`src/logic/rv_isa_pkg.sv`:
```
/*
 RV32I encodings for the subset this core runs: OP, OP-IMM, LUI,
 LW/SW and BEQ/BNE. Other opcodes decode as no-ops.
*/
package rv_isa_pkg;

    // datapath and register index widths
    localparam int XLEN       = 32;
    localparam int REG_ADDR_W = 5;

    // major opcodes
    localparam logic [6:0] OPC_OP     = 7'b0110011;
    localparam logic [6:0] OPC_OP_IMM = 7'b0010011;
    localparam logic [6:0] OPC_LUI    = 7'b0110111;
    localparam logic [6:0] OPC_LOAD   = 7'b0000011;
    localparam logic [6:0] OPC_STORE  = 7'b0100011;
    localparam logic [6:0] OPC_BRANCH = 7'b1100011;

    // funct3 for alu ops
    localparam logic [2:0] F3_ADD_SUB = 3'b000;
    localparam logic [2:0] F3_SLL     = 3'b001;
    localparam logic [2:0] F3_SLT     = 3'b010;
    localparam logic [2:0] F3_SLTU    = 3'b011;
    localparam logic [2:0] F3_XOR     = 3'b100;
    localparam logic [2:0] F3_SRL_SRA = 3'b101;
    localparam logic [2:0] F3_OR      = 3'b110;
    localparam logic [2:0] F3_AND     = 3'b111;
    // funct3 for branches
    localparam logic [2:0] F3_BEQ     = 3'b000;
    localparam logic [2:0] F3_BNE     = 3'b001;

    // sub / sra select
    localparam logic [6:0] F7_ALT = 7'b0100000;

    // field positions, lsb of each
    localparam int RD_LSB  = 7;
    localparam int F3_LSB  = 12;
    localparam int RS1_LSB = 15;
    localparam int RS2_LSB = 20;
    localparam int F7_LSB  = 25;

    // addi x0,x0,0
    localparam logic [31:0] NOP_INSTR = 32'h0000_0013;

endpackage

```
`src/logic/core_pkg.sv`:
```
/*
 Pipeline types: ALU op codes, decode forward selects and the
 payload carried by each stage register. All-zero payload is a bubble.
*/
package core_pkg;
    import rv_isa_pkg::*;

    // ALU_ADD must stay zero so a cleared payload is a harmless add
    typedef enum logic [3:0] {
        ALU_ADD, ALU_SUB, ALU_AND, ALU_OR, ALU_XOR,
        ALU_SLT, ALU_SLTU, ALU_SLL, ALU_SRL, ALU_SRA,
        ALU_PASS_B
    } alu_op_e;

    // where a decode operand comes from
    typedef enum logic [1:0] {
        FWD_RF, FWD_EX, FWD_MEM, FWD_LOAD
    } fwd_sel_e;

    typedef struct packed {
        logic [XLEN-1:0] pc;
        logic [31:0]     instr;
    } if_id_t;

    typedef struct packed {
        alu_op_e               alu_op;
        logic                  use_imm;
        logic                  wreg;
        logic                  load;
        logic                  store;
        logic [XLEN-1:0]       op_a;
        logic [XLEN-1:0]       op_b;
        logic [XLEN-1:0]       imm;
        logic [REG_ADDR_W-1:0] rd;
    } id_ex_t;

    typedef struct packed {
        logic [XLEN-1:0]       result;
        logic [XLEN-1:0]       store_data;
        logic [REG_ADDR_W-1:0] rd;
        logic                  wreg;
        logic                  load;
        logic                  store;
    } ex_mem_t;

    typedef struct packed {
        logic [XLEN-1:0]       wdata;
        logic [REG_ADDR_W-1:0] rd;
        logic                  wreg;
    } mem_wb_t;

endpackage

```
`src/logic/decoder.sv`:
```
/*
 Decode stage logic. Branches resolve here on the forwarded operands,
 so i_rs1_val/i_rs2_val must already be bypassed. Unknown opcodes
 decode as a no-op with no register write.
*/
`timescale 1ns/1ns

module decoder import rv_isa_pkg::*, core_pkg::*; (
    input  logic [31:0]           i_instr,
    input  logic [XLEN-1:0]       i_pc,
    input  logic [XLEN-1:0]       i_rs1_val,
    input  logic [XLEN-1:0]       i_rs2_val,
    output id_ex_t                o_ctrl,
    output logic [XLEN-1:0]       o_imm,
    output logic [REG_ADDR_W-1:0] o_rs1,
    output logic [REG_ADDR_W-1:0] o_rs2,
    output logic                  o_uses_rs1,
    output logic                  o_uses_rs2,
    output logic                  o_branch_taken,
    output logic [XLEN-1:0]       o_branch_target
);

    logic [6:0]      opcode;
    logic [2:0]      funct3;
    logic            alt;
    logic [XLEN-1:0] imm_i, imm_s, imm_b, imm_u;
    alu_op_e         f3_op;

    assign opcode = i_instr[6:0];
    assign funct3 = i_instr[F3_LSB +: 3];
    // bit 30 picks sub / sra
    assign alt    = (i_instr[F7_LSB +: 7] == F7_ALT);
    assign o_rs1  = i_instr[RS1_LSB +: REG_ADDR_W];
    assign o_rs2  = i_instr[RS2_LSB +: REG_ADDR_W];

    // immediate formats
    assign imm_i = {{20{i_instr[31]}}, i_instr[31:20]};
    assign imm_s = {{20{i_instr[31]}}, i_instr[31:25], i_instr[11:7]};
    assign imm_b = {{19{i_instr[31]}}, i_instr[31], i_instr[7], i_instr[30:25],
                    i_instr[11:8], 1'b0};
    assign imm_u = {i_instr[31:12], 12'b0};

    // funct3 to alu op, shared by OP and OP-IMM
    always_comb begin
        case (funct3)
            F3_ADD_SUB: f3_op = ALU_ADD;
            F3_SLL:     f3_op = ALU_SLL;
            F3_SLT:     f3_op = ALU_SLT;
            F3_SLTU:    f3_op = ALU_SLTU;
            F3_XOR:     f3_op = ALU_XOR;
            F3_SRL_SRA: f3_op = alt ? ALU_SRA : ALU_SRL;
            F3_OR:      f3_op = ALU_OR;
            default:    f3_op = ALU_AND;
        endcase
    end

    always_comb begin
        o_ctrl         = '0;
        o_ctrl.rd      = i_instr[RD_LSB +: REG_ADDR_W];
        o_imm          = imm_i;
        o_uses_rs1     = 1'b0;
        o_uses_rs2     = 1'b0;
        o_branch_taken = 1'b0;
        case (opcode)
            OPC_OP: begin
                o_ctrl.wreg   = 1'b1;
                // only register form has sub
                o_ctrl.alu_op = (funct3 == F3_ADD_SUB && alt) ? ALU_SUB : f3_op;
                o_uses_rs1    = 1'b1;
                o_uses_rs2    = 1'b1;
            end
            OPC_OP_IMM: begin
                o_ctrl.wreg    = 1'b1;
                o_ctrl.use_imm = 1'b1;
                o_ctrl.alu_op  = f3_op;
                o_uses_rs1     = 1'b1;
            end
            OPC_LUI: begin
                o_ctrl.wreg    = 1'b1;
                o_ctrl.use_imm = 1'b1;
                o_ctrl.alu_op  = ALU_PASS_B;
                o_imm          = imm_u;
            end
            OPC_LOAD: begin
                // address = rs1 + imm
                o_ctrl.wreg    = 1'b1;
                o_ctrl.load    = 1'b1;
                o_ctrl.use_imm = 1'b1;
                o_uses_rs1     = 1'b1;
            end
            OPC_STORE: begin
                o_ctrl.store   = 1'b1;
                o_ctrl.use_imm = 1'b1;
                o_imm          = imm_s;
                o_uses_rs1     = 1'b1;
                o_uses_rs2     = 1'b1;
            end
            OPC_BRANCH: begin
                o_imm      = imm_b;
                o_uses_rs1 = 1'b1;
                o_uses_rs2 = 1'b1;
                if (funct3 == F3_BEQ) begin
                    o_branch_taken = (i_rs1_val == i_rs2_val);
                end else if (funct3 == F3_BNE) begin
                    o_branch_taken = (i_rs1_val != i_rs2_val);
                end
            end
            default: begin
                // treated as nop
                o_ctrl.rd = '0;
            end
        endcase
    end

    assign o_branch_target = i_pc + imm_b;

endmodule

```
`src/logic/execute_unit.sv`:
```
/*
 Execute stage ALU. Shifts use the low five bits of operand b.
*/
`timescale 1ns/1ns

module execute_unit import rv_isa_pkg::*, core_pkg::*; (
    input  id_ex_t          i_ex,
    output logic [XLEN-1:0] o_result
);

    logic [XLEN-1:0] a, b;
    logic [4:0]      shamt;

    assign a     = i_ex.op_a;
    // immediate replaces rs2 for op-imm, lui, lw, sw
    assign b     = i_ex.use_imm ? i_ex.imm : i_ex.op_b;
    assign shamt = b[4:0];

    always_comb begin
        case (i_ex.alu_op)
            ALU_ADD:    o_result = a + b;
            ALU_SUB:    o_result = a - b;
            ALU_AND:    o_result = a & b;
            ALU_OR:     o_result = a | b;
            ALU_XOR:    o_result = a ^ b;
            ALU_SLT:    o_result = {{(XLEN-1){1'b0}}, $signed(a) < $signed(b)};
            ALU_SLTU:   o_result = {{(XLEN-1){1'b0}}, a < b};
            ALU_SLL:    o_result = a << shamt;
            ALU_SRL:    o_result = a >> shamt;
            ALU_SRA:    o_result = $unsigned($signed(a) >>> shamt);
            // lui
            ALU_PASS_B: o_result = b;
            default:    o_result = '0;
        endcase
    end

endmodule

```
`src/logic/fetch_unit.sv`:
```
/*
 PC register. Fetch starts one cycle after reset is released, and
 o_instr_req stays low until then.
*/
`timescale 1ns/1ns

module fetch_unit import rv_isa_pkg::*; #(
    parameter logic [XLEN-1:0] BOOT_ADDR = '0
) (
    input  logic            i_clk,
    input  logic            i_rst,
    input  logic            i_hold,
    input  logic            i_branch_taken,
    input  logic [XLEN-1:0] i_branch_target,
    output logic [XLEN-1:0] o_pc,
    output logic            o_instr_req
);

    logic [XLEN-1:0] pc_plus4;

    assign pc_plus4 = o_pc + XLEN'(4);

    always_ff @(posedge i_clk) begin
        if (i_rst) begin
            o_pc        <= BOOT_ADDR;
            o_instr_req <= 1'b0;
        end else begin
            o_instr_req <= 1'b1;
            // pc only moves once fetch is live and nothing holds it
            if (o_instr_req && !i_hold) begin
                o_pc <= i_branch_taken ? i_branch_target : pc_plus4;
            end
        end
    end

endmodule

```
`src/logic/hazard_unit.sv`:
```
/*
 Forwarding and pipeline control. All outputs are already qualified
 with the memory freeze, so callers use them as they are.
*/
`timescale 1ns/1ns

module hazard_unit import rv_isa_pkg::*, core_pkg::*; (
    input  logic [REG_ADDR_W-1:0] i_rs1,
    input  logic [REG_ADDR_W-1:0] i_rs2,
    input  logic                  i_uses_rs1,
    input  logic                  i_uses_rs2,
    input  logic [REG_ADDR_W-1:0] i_ex_rd,
    input  logic                  i_ex_wreg,
    input  logic                  i_ex_load,
    input  logic [REG_ADDR_W-1:0] i_mem_rd,
    input  logic                  i_mem_wreg,
    input  logic                  i_mem_load,
    input  logic                  i_branch_taken,
    input  logic                  i_freeze,
    output fwd_sel_e              o_fwd_a,
    output fwd_sel_e              o_fwd_b,
    output logic                  o_stall,
    output logic                  o_flush,
    output logic                  o_run
);

    logic ex_hit_a, ex_hit_b, mem_hit_a, mem_hit_b;
    logic load_use;

    // x0 never forwards
    assign ex_hit_a  = i_uses_rs1 && (i_rs1 != '0) && i_ex_wreg && (i_ex_rd == i_rs1);
    assign ex_hit_b  = i_uses_rs2 && (i_rs2 != '0) && i_ex_wreg && (i_ex_rd == i_rs2);
    assign mem_hit_a = i_uses_rs1 && (i_rs1 != '0) && i_mem_wreg && (i_mem_rd == i_rs1);
    assign mem_hit_b = i_uses_rs2 && (i_rs2 != '0) && i_mem_wreg && (i_mem_rd == i_rs2);

    // youngest producer first, wb comes through the regfile bypass
    assign o_fwd_a = ex_hit_a  ? FWD_EX :
                     mem_hit_a ? (i_mem_load ? FWD_LOAD : FWD_MEM) : FWD_RF;
    assign o_fwd_b = ex_hit_b  ? FWD_EX :
                     mem_hit_b ? (i_mem_load ? FWD_LOAD : FWD_MEM) : FWD_RF;

    // load data not ready until it leaves mem
    assign load_use = i_ex_load && (ex_hit_a || ex_hit_b);

    assign o_run   = !i_freeze;
    assign o_stall = o_run && load_use;
    // branch operands may be stale while stalled, so no redirect then
    assign o_flush = o_run && !load_use && i_branch_taken;

endmodule

```
`src/logic/lsu.sv`:
```
/*
 Data port sequencer, one access at a time. Stores also wait for
 rvalid. o_freeze is high from the issue cycle through the rvalid cycle.
 Byte enables are always all ones since only lw/sw exist.
*/
`timescale 1ns/1ns

module lsu import rv_isa_pkg::*; (
    input  logic            i_clk,
    input  logic            i_rst,
    input  logic            i_load,
    input  logic            i_store,
    input  logic [XLEN-1:0] i_addr,
    input  logic [XLEN-1:0] i_wdata,
    input  logic            i_data_gnt,
    input  logic            i_data_rvalid,
    input  logic [XLEN-1:0] i_data_rdata,
    output logic            o_data_req,
    output logic            o_data_we,
    output logic [3:0]      o_data_be,
    output logic [XLEN-1:0] o_data_addr,
    output logic [XLEN-1:0] o_data_wdata,
    output logic [XLEN-1:0] o_load_data,
    output logic            o_freeze
);

    typedef enum logic [1:0] {ST_IDLE, ST_REQ, ST_WAIT} state_e;

    state_e state;
    logic   done;
    logic   issue;

    // done blocks a second request while the finished op still sits in mem
    assign issue = (state == ST_IDLE) && (i_load || i_store) && !done;

    always_ff @(posedge i_clk) begin
        if (i_rst) begin
            state <= ST_IDLE;
            done  <= 1'b0;
        end else begin
            done <= 1'b0;
            case (state)
                ST_IDLE: if (issue) state <= ST_REQ;
                ST_REQ:  if (i_data_gnt) state <= ST_WAIT;
                ST_WAIT: begin
                    if (i_data_rvalid) begin
                        state <= ST_IDLE;
                        done  <= 1'b1;
                    end
                end
                default: state <= ST_IDLE;
            endcase
        end
    end

    // request fields latched once, held until grant
    always_ff @(posedge i_clk) begin
        if (issue) begin
            o_data_addr  <= i_addr;
            o_data_wdata <= i_wdata;
            o_data_we    <= i_store;
        end
        if (state == ST_WAIT && i_data_rvalid && !o_data_we) begin
            o_load_data <= i_data_rdata;
        end
    end

    assign o_data_req = (state == ST_REQ);
    assign o_data_be  = 4'b1111;
    assign o_freeze   = issue || (state != ST_IDLE);

    // bus rule: request stays put until granted, and the frozen mem op still owns it
    a_req_stable: assert property (@(posedge i_clk) disable iff (i_rst)
        (o_data_req && !i_data_gnt) |=> (o_data_req && (o_data_addr == i_addr) &&
                                         (o_data_we == i_store) &&
                                         (o_data_wdata == i_wdata)));

endmodule

```
`src/logic/regfile.sv`:
```
/*
 Two read ports, one write port. A write shows on the read ports in
 the same cycle. Reset clears all registers.
*/
`timescale 1ns/1ns

module regfile import rv_isa_pkg::*; (
    input  logic                  i_clk,
    input  logic                  i_rst,
    input  logic [REG_ADDR_W-1:0] i_rs1,
    input  logic [REG_ADDR_W-1:0] i_rs2,
    input  logic                  i_we,
    input  logic [REG_ADDR_W-1:0] i_rd,
    input  logic [XLEN-1:0]       i_wdata,
    output logic [XLEN-1:0]       o_rdata1,
    output logic [XLEN-1:0]       o_rdata2
);

    // x0 has no storage
    logic [XLEN-1:0] regs [1:31];

    always_ff @(posedge i_clk) begin
        if (i_rst) begin
            for (int i = 1; i < 32; i++) begin
                regs[i] <= '0;
            end
        end else if (i_we && (i_rd != '0)) begin
            regs[i_rd] <= i_wdata;
        end
    end

    // write-through bypass, x0 excluded
    assign o_rdata1 = (i_rs1 == '0) ? '0 :
                      (i_we && (i_rd == i_rs1)) ? i_wdata : regs[i_rs1];
    assign o_rdata2 = (i_rs2 == '0) ? '0 :
                      (i_we && (i_rd == i_rs2)) ? i_wdata : regs[i_rs2];

    // a written value is held in storage for the next read
    a_write_read: assert property (@(posedge i_clk) disable iff (i_rst)
        (i_we && (i_rd != '0)) |=> ((i_rs1 != $past(i_rd)) || (i_we && (i_rd == i_rs1)) ||
                                    (o_rdata1 == $past(i_wdata))));

endmodule

```
`src/logic/rv_core.sv`:
```
/*
 Five-stage RV32I subset core. Instruction memory must answer in the
 same cycle as o_instr_addr. Data port uses req/gnt/rvalid and any wait
 there freezes the whole pipeline.
*/
`timescale 1ns/1ns

module rv_core import rv_isa_pkg::*, core_pkg::*; #(
    parameter logic [XLEN-1:0] BOOT_ADDR = '0
) (
    input  logic            i_clk,
    input  logic            i_rst,
    // instruction port
    output logic            o_instr_req,
    output logic [XLEN-1:0] o_instr_addr,
    input  logic [31:0]     i_instr_rdata,
    // data port
    output logic            o_data_req,
    output logic            o_data_we,
    output logic [3:0]      o_data_be,
    output logic [XLEN-1:0] o_data_addr,
    output logic [XLEN-1:0] o_data_wdata,
    input  logic            i_data_gnt,
    input  logic            i_data_rvalid,
    input  logic [XLEN-1:0] i_data_rdata
);

    localparam if_id_t IF_ID_BUBBLE = '{pc: '0, instr: NOP_INSTR};

    logic [XLEN-1:0]       pc;
    if_id_t                if_id_d, if_id_q;
    id_ex_t                dec_ctrl, id_ex_d, id_ex_q;
    ex_mem_t               ex_mem_d, ex_mem_q;
    mem_wb_t               mem_wb_d, mem_wb_q;
    logic [XLEN-1:0]       imm, br_target, op_a, op_b;
    logic [XLEN-1:0]       rf_rdata1, rf_rdata2, ex_result, load_data;
    logic [REG_ADDR_W-1:0] rs1, rs2;
    logic                  uses_rs1, uses_rs2, br_taken;
    fwd_sel_e              fwd_a, fwd_b;
    logic                  stall, flush, run, freeze;

    // decode operand source
    function automatic logic [XLEN-1:0] fwd_pick(fwd_sel_e sel, logic [XLEN-1:0] rf);
        case (sel)
            FWD_EX:   return ex_result;
            FWD_MEM:  return ex_mem_q.result;
            FWD_LOAD: return load_data;
            default:  return rf;
        endcase
    endfunction

    // fetch
    fetch_unit #(.BOOT_ADDR(BOOT_ADDR)) u_fetch (
        .i_clk(i_clk), .i_rst(i_rst),
        .i_hold(stall || !run),
        .i_branch_taken(flush), .i_branch_target(br_target),
        .o_pc(pc), .o_instr_req(o_instr_req)
    );
    assign o_instr_addr = pc;
    // nothing real is fetched before req goes high
    assign if_id_d = o_instr_req ? '{pc: pc, instr: i_instr_rdata} : IF_ID_BUBBLE;

    stage_reg #(.payload_t(if_id_t)) u_if_id (
        .i_clk(i_clk), .i_rst(i_rst), .i_en(run && !stall), .i_flush(flush),
        .i_bubble(IF_ID_BUBBLE), .i_d(if_id_d), .o_q(if_id_q)
    );

    // decode
    decoder u_decoder (
        .i_instr(if_id_q.instr), .i_pc(if_id_q.pc),
        .i_rs1_val(op_a), .i_rs2_val(op_b),
        .o_ctrl(dec_ctrl), .o_imm(imm), .o_rs1(rs1), .o_rs2(rs2),
        .o_uses_rs1(uses_rs1), .o_uses_rs2(uses_rs2),
        .o_branch_taken(br_taken), .o_branch_target(br_target)
    );

    regfile u_regfile (
        .i_clk(i_clk), .i_rst(i_rst), .i_rs1(rs1), .i_rs2(rs2),
        .i_we(mem_wb_q.wreg), .i_rd(mem_wb_q.rd), .i_wdata(mem_wb_q.wdata),
        .o_rdata1(rf_rdata1), .o_rdata2(rf_rdata2)
    );

    hazard_unit u_hazard (
        .i_rs1(rs1), .i_rs2(rs2), .i_uses_rs1(uses_rs1), .i_uses_rs2(uses_rs2),
        .i_ex_rd(id_ex_q.rd), .i_ex_wreg(id_ex_q.wreg), .i_ex_load(id_ex_q.load),
        .i_mem_rd(ex_mem_q.rd), .i_mem_wreg(ex_mem_q.wreg), .i_mem_load(ex_mem_q.load),
        .i_branch_taken(br_taken), .i_freeze(freeze),
        .o_fwd_a(fwd_a), .o_fwd_b(fwd_b), .o_stall(stall), .o_flush(flush), .o_run(run)
    );

    assign op_a = fwd_pick(fwd_a, rf_rdata1);
    assign op_b = fwd_pick(fwd_b, rf_rdata2);

    always_comb begin
        id_ex_d      = dec_ctrl;
        id_ex_d.op_a = op_a;
        id_ex_d.op_b = op_b;
        id_ex_d.imm  = imm;
    end

    // load-use stall turns the ex slot into a bubble
    stage_reg #(.payload_t(id_ex_t)) u_id_ex (
        .i_clk(i_clk), .i_rst(i_rst), .i_en(run), .i_flush(stall),
        .i_bubble('0), .i_d(id_ex_d), .o_q(id_ex_q)
    );

    // execute
    execute_unit u_execute (.i_ex(id_ex_q), .o_result(ex_result));

    assign ex_mem_d = '{result: ex_result, store_data: id_ex_q.op_b, rd: id_ex_q.rd,
                        wreg: id_ex_q.wreg, load: id_ex_q.load, store: id_ex_q.store};

    stage_reg #(.payload_t(ex_mem_t)) u_ex_mem (
        .i_clk(i_clk), .i_rst(i_rst), .i_en(run), .i_flush(1'b0),
        .i_bubble('0), .i_d(ex_mem_d), .o_q(ex_mem_q)
    );

    // memory
    lsu u_lsu (
        .i_clk(i_clk), .i_rst(i_rst),
        .i_load(ex_mem_q.load), .i_store(ex_mem_q.store),
        .i_addr(ex_mem_q.result), .i_wdata(ex_mem_q.store_data),
        .i_data_gnt(i_data_gnt), .i_data_rvalid(i_data_rvalid), .i_data_rdata(i_data_rdata),
        .o_data_req(o_data_req), .o_data_we(o_data_we), .o_data_be(o_data_be),
        .o_data_addr(o_data_addr), .o_data_wdata(o_data_wdata),
        .o_load_data(load_data), .o_freeze(freeze)
    );

    // writeback value picked here, wb stage just writes it
    assign mem_wb_d = '{wdata: ex_mem_q.load ? load_data : ex_mem_q.result,
                        rd: ex_mem_q.rd, wreg: ex_mem_q.wreg};

    stage_reg #(.payload_t(mem_wb_t)) u_mem_wb (
        .i_clk(i_clk), .i_rst(i_rst), .i_en(run), .i_flush(1'b0),
        .i_bubble('0), .i_d(mem_wb_d), .o_q(mem_wb_q)
    );

endmodule

```
`src/logic/stage_reg.sv`:
```
/*
 Generic pipeline register. Reset and flush both load the bubble
 value, and flush wins over enable.
*/
`timescale 1ns/1ns

module stage_reg #(
    parameter type payload_t = logic
) (
    input  logic     i_clk,
    input  logic     i_rst,
    input  logic     i_en,
    input  logic     i_flush,
    input  payload_t i_bubble,
    input  payload_t i_d,
    output payload_t o_q
);

    always_ff @(posedge i_clk) begin
        if (i_rst || i_flush) begin
            // squash to a no-op slot
            o_q <= i_bubble;
        end else if (i_en) begin
            o_q <= i_d;
        end
    end

endmodule

```
`config.mk`:
```
export PLATFORM = sky130hd
export DESIGN_NAME = rv_core
export DESIGN_NICKNAME = d
export VERILOG_FILES = /design/src/logic/rv_isa_pkg.sv /design/src/logic/core_pkg.sv /design/src/logic/decoder.sv /design/src/logic/execute_unit.sv /design/src/logic/fetch_unit.sv /design/src/logic/hazard_unit.sv /design/src/logic/lsu.sv /design/src/logic/regfile.sv /design/src/logic/rv_core.sv /design/src/logic/stage_reg.sv
export SDC_FILE = /design/constraint.sdc
export NUM_CORES = 2
export LEC_CHECK = 0
export BUFFER_PORTS_ARGS = -buffer_cell sky130_fd_sc_hd__buf_2
export CORE_MARGIN = 2
export CORE_UTILIZATION = 30
export DETAILED_ROUTE_END_ITERATION = 6
export HOLD_SLACK_MARGIN = 0.1
export PLACE_DENSITY_LB_ADDON = 0.12
export SETUP_SLACK_MARGIN = 0.3
export SLEW_MARGIN = 20
export SYNTH_ARGS = -nofsm -noshare
export SYNTH_HDL_FRONTEND = slang
export SYNTH_HIERARCHICAL = 1
export SYNTH_SLANG_ARGS = --single-unit
```
`constraint.sdc`:
```
create_clock -name i_clk -period 12.5 [get_ports i_clk]
set_clock_uncertainty 0.15 [all_clocks]
set_input_delay 0.625 -clock i_clk [delete_from_list [all_inputs] [get_ports i_clk]]
set_output_delay 0.625 -clock i_clk [all_outputs]
set_load 0.05 [all_outputs]
```
---- Yosys cells after proc, flatten, opt, wreduce, memory -nomap -nowiden ----
Memories as Yosys holds them, arrays and structs flattened. A register that Yosys moved wholly into a read port is not among the register bits.
Index checks and enable logic that the tools add are counted.
operators by class
  add/subtract/negate cells ............... 4
  magnitude comparators ................... 2
  equal/unequal tests ..................... 42
  shift-type cells ........................ 3
  multiplexer cells ....................... 49
  bitwise gates (word level) .............. 4
  reduce and logical (&&, ||, !) cells .... 53
operators with widths
  kind                                                  count
  one-hot mux 32 bit (11 select lines)                  1
  two-way mux 32 bit                                    8
  one-hot mux 32 bit (3 select lines)                   2
  one-hot mux 31 bit (3 select lines)                   1
  adder 32 bit                                          2
  < comparator 32 bit                                   2
  two-way mux 64 bit                                    1
  adder 32 x 3 -> 32 bit (second input constant)        1
  AND 32 bit                                            1
  equality test 32 bit                                  1
  inequality test 32 bit                                1
  bitwise OR 32 bit                                     1
  OR reduction 32 bit                                   1
  left shift 32 x 5 -> 32 bit                           1
  right shift 32 x 5 -> 32 bit                          1
  >>> shifter 32 x 5 -> 32 bit                          1
  subtractor 32 bit                                     1
  XOR 32 bit                                            1
  equality test 5 bit                                   6
  two-way mux 5 bit                                     6
  equality test 7 x 6 -> 1 bit (second input constant)  4
  one-hot mux 4 bit (7 select lines)                    1
  logical AND 1 bit                                     24
  two-way mux 1 bit                                     19
  other kinds (33)                                      69
storage, ports and cells
  flip-flop bits (word level) ............. 416
  memory bits (writable) .................. 992
  output and inout bits ................... 103
  memories ................................ 1
memory list
  name            words  bits a word  read ports  clocked after Yosys merged registers in  wr ports  RTL line       text
  u_regfile.regs  31     32           2           2                                        31        regfile.sv:20  logic [XLEN-1:0] regs [1:31];

---- Depth between registers and ports, before layout ----
  depth after elaboration ................. 17
  gate-level depth with buffers ........... 33

---- Hierarchy ----
Netlist, hierarchy kept.
modules (own cells, without submodules)
  module                times used  cells an instance  area an instance (µm²)  sequential area each (µm²)
  regfile               1           3,741              54,725.0                30,749.5
  execute_unit          1           1,383              9,555.4                 0.0
  stage_reg (u_id_ex)   1           231                4,581.9                 3,273.1
  decoder               1           510                3,552.2                 0.0
  lsu                   1           120                3,094.2                 2,972.9
  stage_reg (u_ex_mem)  1           153                3,057.9                 2,162.1
  stage_reg (u_if_id)   1           136                3,015.4                 1,921.8
  rv_core               1           188                2,451.1                 0.0
  fetch_unit            1           291                2,085.8                 660.6
  stage_reg (u_mem_wb)  1           82                 1,715.4                 1,141.1
  hazard_unit           1           44                 335.3                   0.0

---- Least setup slack after synthesis ----
Ideal clock, no wire load.
  kind .................................... reg2reg
  start ................................... register u_lsu.state[1]
  end ..................................... register u_lsu.o_data_addr[0] (enable)
  setup time .............................. 0.649 ns
  arrival ................................. 6.657 ns
  required time ........................... 11.701 ns
  slack ................................... 5.044 ns
  stages on the path, launching flop included .. 2
  path buffers ............................ 0
  cell sequence ........................... dfxtp_1 > nor4_1
on the way
  cells in the longest elaborated chain, start to end .. 3
ends and longest elaborated chain
  what                             RTL line   text
  from (decl)                      lsu.sv:29  state_e state;
  from (signal assigned)           lsu.sv:38  state <= ST_IDLE;
  from (signal assigned)           lsu.sv:43  ST_IDLE: if (issue) state <= ST_REQ;
  from (signal assigned)           lsu.sv:44  ST_REQ: if (i_data_gnt) state <= ST_WAIT;
  logical NOT 2 bit                lsu.sv:34  assign issue = (state == ST_IDLE) && (i_load || i_store) && !done;
  logical AND 1 bit (2 in series)  lsu.sv:34
  via u_lsu.issue                  lsu.sv:31  logic issue;
  to (signal assigned)             lsu.sv:59  o_data_addr <= i_addr;
  to (decl)                        lsu.sv:21  output logic [XLEN-1:0] o_data_addr,
The timed path passes the listed nets, and every way through them passes these cells.
A chain may end at the register's enable or synchronous reset.

---- Final worst setup path ----
  start ................................... register u_id_ex/o_q[104] in the netlist's numbering
  end ..................................... register u_if_id/o_q[36] in the netlist's numbering, data pin
on the way
  cells in the longest elaborated chain, start to end .. 10
ends and longest elaborated chain
  what                                             RTL line            text
  from (decl)                                      stage_reg.sv:16     output payload_t o_q
  from (signal assigned)                           stage_reg.sv:22     o_q <= i_bubble;
  from (signal assigned)                           stage_reg.sv:24     o_q <= i_d;
  two-way mux 32 bit (*)                           execute_unit.sv:16  assign b = i_ex.use_imm ? i_ex.imm : i_ex.op_b;
  subtractor 32 bit, or another cell as far along  execute_unit.sv:22  ALU_SUB: o_result = a - b;
  one-hot mux 32 bit (11 select lines) (*)         execute_unit.sv:20  case (i_ex.alu_op)
  via ex_result[25]                                rv_core.sv:36       logic [XLEN-1:0] rf_rdata1, rf_rdata2, ex_result, load_data;
  one-hot mux 32 bit (3 select lines) (*)          rv_core.sv:44       case (sel)
  via op_a[25]                                     rv_core.sv:35       logic [XLEN-1:0] imm, br_target, op_a, op_b;
  inequality test 32 bit                           decoder.sv:105      o_branch_taken = (i_rs1_val != i_rs2_val);
  two-way mux 1 bit                                decoder.sv:104      end else if (funct3 == F3_BNE) begin
  two-way mux 1 bit (*)                            decoder.sv:102      if (funct3 == F3_BEQ) begin
  two-way mux 1 bit (*)                            decoder.sv:64       case (opcode)
  via br_taken                                     rv_core.sv:38       logic uses_rs1, uses_rs2, br_taken;
  logical AND 1 bit (*)                            hazard_unit.sv:48   assign o_flush = o_run && !load_use && i_branch_taken;
  via flush                                        rv_core.sv:40       logic stall, flush, run, freeze;
  logical OR 1 bit (*)                             stage_reg.sv:20     if (i_rst || i_flush) begin
  to (signal assigned)                             stage_reg.sv:22
  to (signal assigned)                             stage_reg.sv:24
  to (decl)                                        stage_reg.sv:16
Mark *: on every way through the listed nets, which the timed path passes. The rest lies on a longest branch.

==> impl_metrics.toml <==
[floorplan]
ios = 171
die_area_um2 = 296000
coreArea_um2 = 291000
die_w_um = 544
start_util = 0.301
row_count = 198
dieHeight_um = 544

[logic_synthesis]
syn_area_per_cell_um2 = 12.9
netlist_instances = 6782
yosysWarnings = 6
netlist_area_um2 = 87400

[critical_path]
r2r_start = "u_id_ex/o_q[104]"
path_class = "reg -> reg"
crit_required_ns = 13.06
r2r-end = "u_if_id/o_q[36]"
arrival_ns = 10.24
end_kind = "flop"
rr_worst_depth = 23
r2r_slack_ns = 2.82
cp-start-kind = "flop"
cp_max_fo = 43

[cells_and_area]
nets = 7304
stdcell_area_um2 = 99700
multiInputGateArea_um2 = 42800
register_area_um2 = 42900
area_growth_pct = 14.1
layout-drive-gt1-share = 0.222
fill_cells = 28400

[grt]
antenna_found_initial = 38
grt_start_max_net_pins = 77
grt_pass1_vias = 62200
grt_pass1_wl_um = 515000
grt.total_usage = 0.248
grt_overflow = 0

[routing]
drt-initial-drc-count = 7249
route.detailed.drc = 0
met2_length_um = 170000
firstDrtPassIters = 5
totalWireLength_um = 376000
wl_per_cell_um = 33.7
vias_per_cell = 5.63
met3_length_um = 25500
top_layer_used = "met5"
wl_met1_um = 165000
vias = 62800
final_antenna_net_count = 0

[placed_design]
io_buffers = 166
place_ws_ns = 3.16
post_dp_cell_area_um2 = 93700
gp_congestion = 0.959
hpwl_um = 246000

[cts]
clk_path_buf_depth = 4
cts_root_buf = "clkbuf_16"
post_cts_resized = 0
post_cts_buffers = 0
cts_max_level = 4
cts_tree = "built"
cts_buffers = 184
cts_hold_buffers = 56
cts_num_sinks = 1440
clk_latency_ns = 0.87
clk_pin_slew_ns = 0.07

[power]
leakage_nw = 36.6
irDropWorstVdd_mv = 0.0885
power_density_nw_per_um2 = 157

[job]
drv_cap = 0

[timing]
period_needed_ns = 9.68
whs_ns = 0.152
timing.final.crit_share = 0.774
layout_setup_ws_ns = 2.82
worstMarginPinSlew_ns = 1.17
fmax_ghz = 0.103
rsz0062_at_grt = "false"
slew_headroom = 0.217
final-setup-viol-count = 0
tns_ns = 0
hold_viol = 0
drv_slew = 0

[outcome]
status = "complete, no violations"

[hold_path]
hold_end = "u_if_id/o_q[14]"
holdCritPathClass = "in -> reg"
hold_start = "i_instr_rdata[14]"
hold_depth = 3
## sequential cells by signal (all words and copies together), names as in the netlist, 2 cells and up
register and cells:
u_regfile/regs 1024, u_lsu/o_data_addr 32, u_ex_mem/o_q 72, u_if_id/o_q 64, u_id_ex/o_q 109, u_lsu/o_load_data 32
u_lsu/o_data_wdata 32, u_lsu/state 2, u_mem_wb/o_q 38, u_fetch/o_pc 32
## metrics by stage
step | utilization | power (mW) | instances
finish | 0.343 | 15.7 | 11200
global route | 0.343 | 16.2 | 11100
CTS | 0.343 | 15.8 | 11100
detailed placement | 0.322 | 10.7 | 10800
global placement | 0.322 | 10.7 | 10800
floorplan | - | 8.78 | 7101
## layout make-up
class / instances / share of cell area
clock inverter: 89 / 0.00681
multi-input combinational: 4918 / 0.429
clock buffer: 228 / 0.0480
antenna: 18 / 0.000452
sequential: 1440 / 0.430
inverter: 114 / 0.00434
tap: 3900 / 0.0489
timing repair buffer: 446 / 0.0328
## worst max path at each step
stage                           from                   end  slack (ns)  depth (start not counted)
floorplan             u_lsu/state[1]  u_lsu/o_data_addr[0]        5.04                          1
global placement    u_id_ex/o_q[104]       u_if_id/o_q[32]        3.37                         23
detailed placement  u_id_ex/o_q[104]       u_if_id/o_q[32]        3.16                         23
CTS                 u_id_ex/o_q[104]       u_if_id/o_q[36]        3.08                         23
global route        u_id_ex/o_q[104]       u_if_id/o_q[35]        2.60                         23
finish              u_id_ex/o_q[104]       u_if_id/o_q[36]        2.82                         23
## routing by layer
layer | vias to the layer above | global-route usage
met5 | - | 0
met3 | 498 | 0.0347
met4 | 8 | 0.0932
li1 | 26500 | -
met2 | 2796 | 0.388
met1 | 33000 | 0.349
## report_power, final
part	internal (mW)	switching (mW)
clock network	2.87	2.18
registers	5.71	0.379
logic	1.54	3.03
total	10.1	5.59
## critical path, cell delays in order, from the launching register on
cell and delay, ns:
edfxtp_1 0.65, buf_4 0.61, mux2i_1 0.43, ha_1 0.44
inv_1 0.21, nand4_1 0.16, a2111oi_0 0.99, o21ai_1 0.28
a21oi_1 0.47, o221ai_1 0.30, o21bai_1 0.23, o21a_1 0.13
o221ai_1 0.25, mux4_1 0.64, xor2_1 0.17, nor4_1 0.45
nand4_1 0.19, nor2_1 0.32, xnor2_1 0.16, nor4_1 0.10
and3_2 0.42, nor2_8 0.89, buf_4 0.53, mux2_4 0.24
## cells in the final DEF, fill, tap and decap left out, types with 198 or more instances in the layout
cell type     n
nand2_1     253
mux4_2      479
and2_1     1069
mux2_2      233
nor2_1      198
a21oi_1     252
edfxtp_1   1404
mux2i_1     398
conb_1      323
buf_4       208
(Power assumes the default switching activity.)
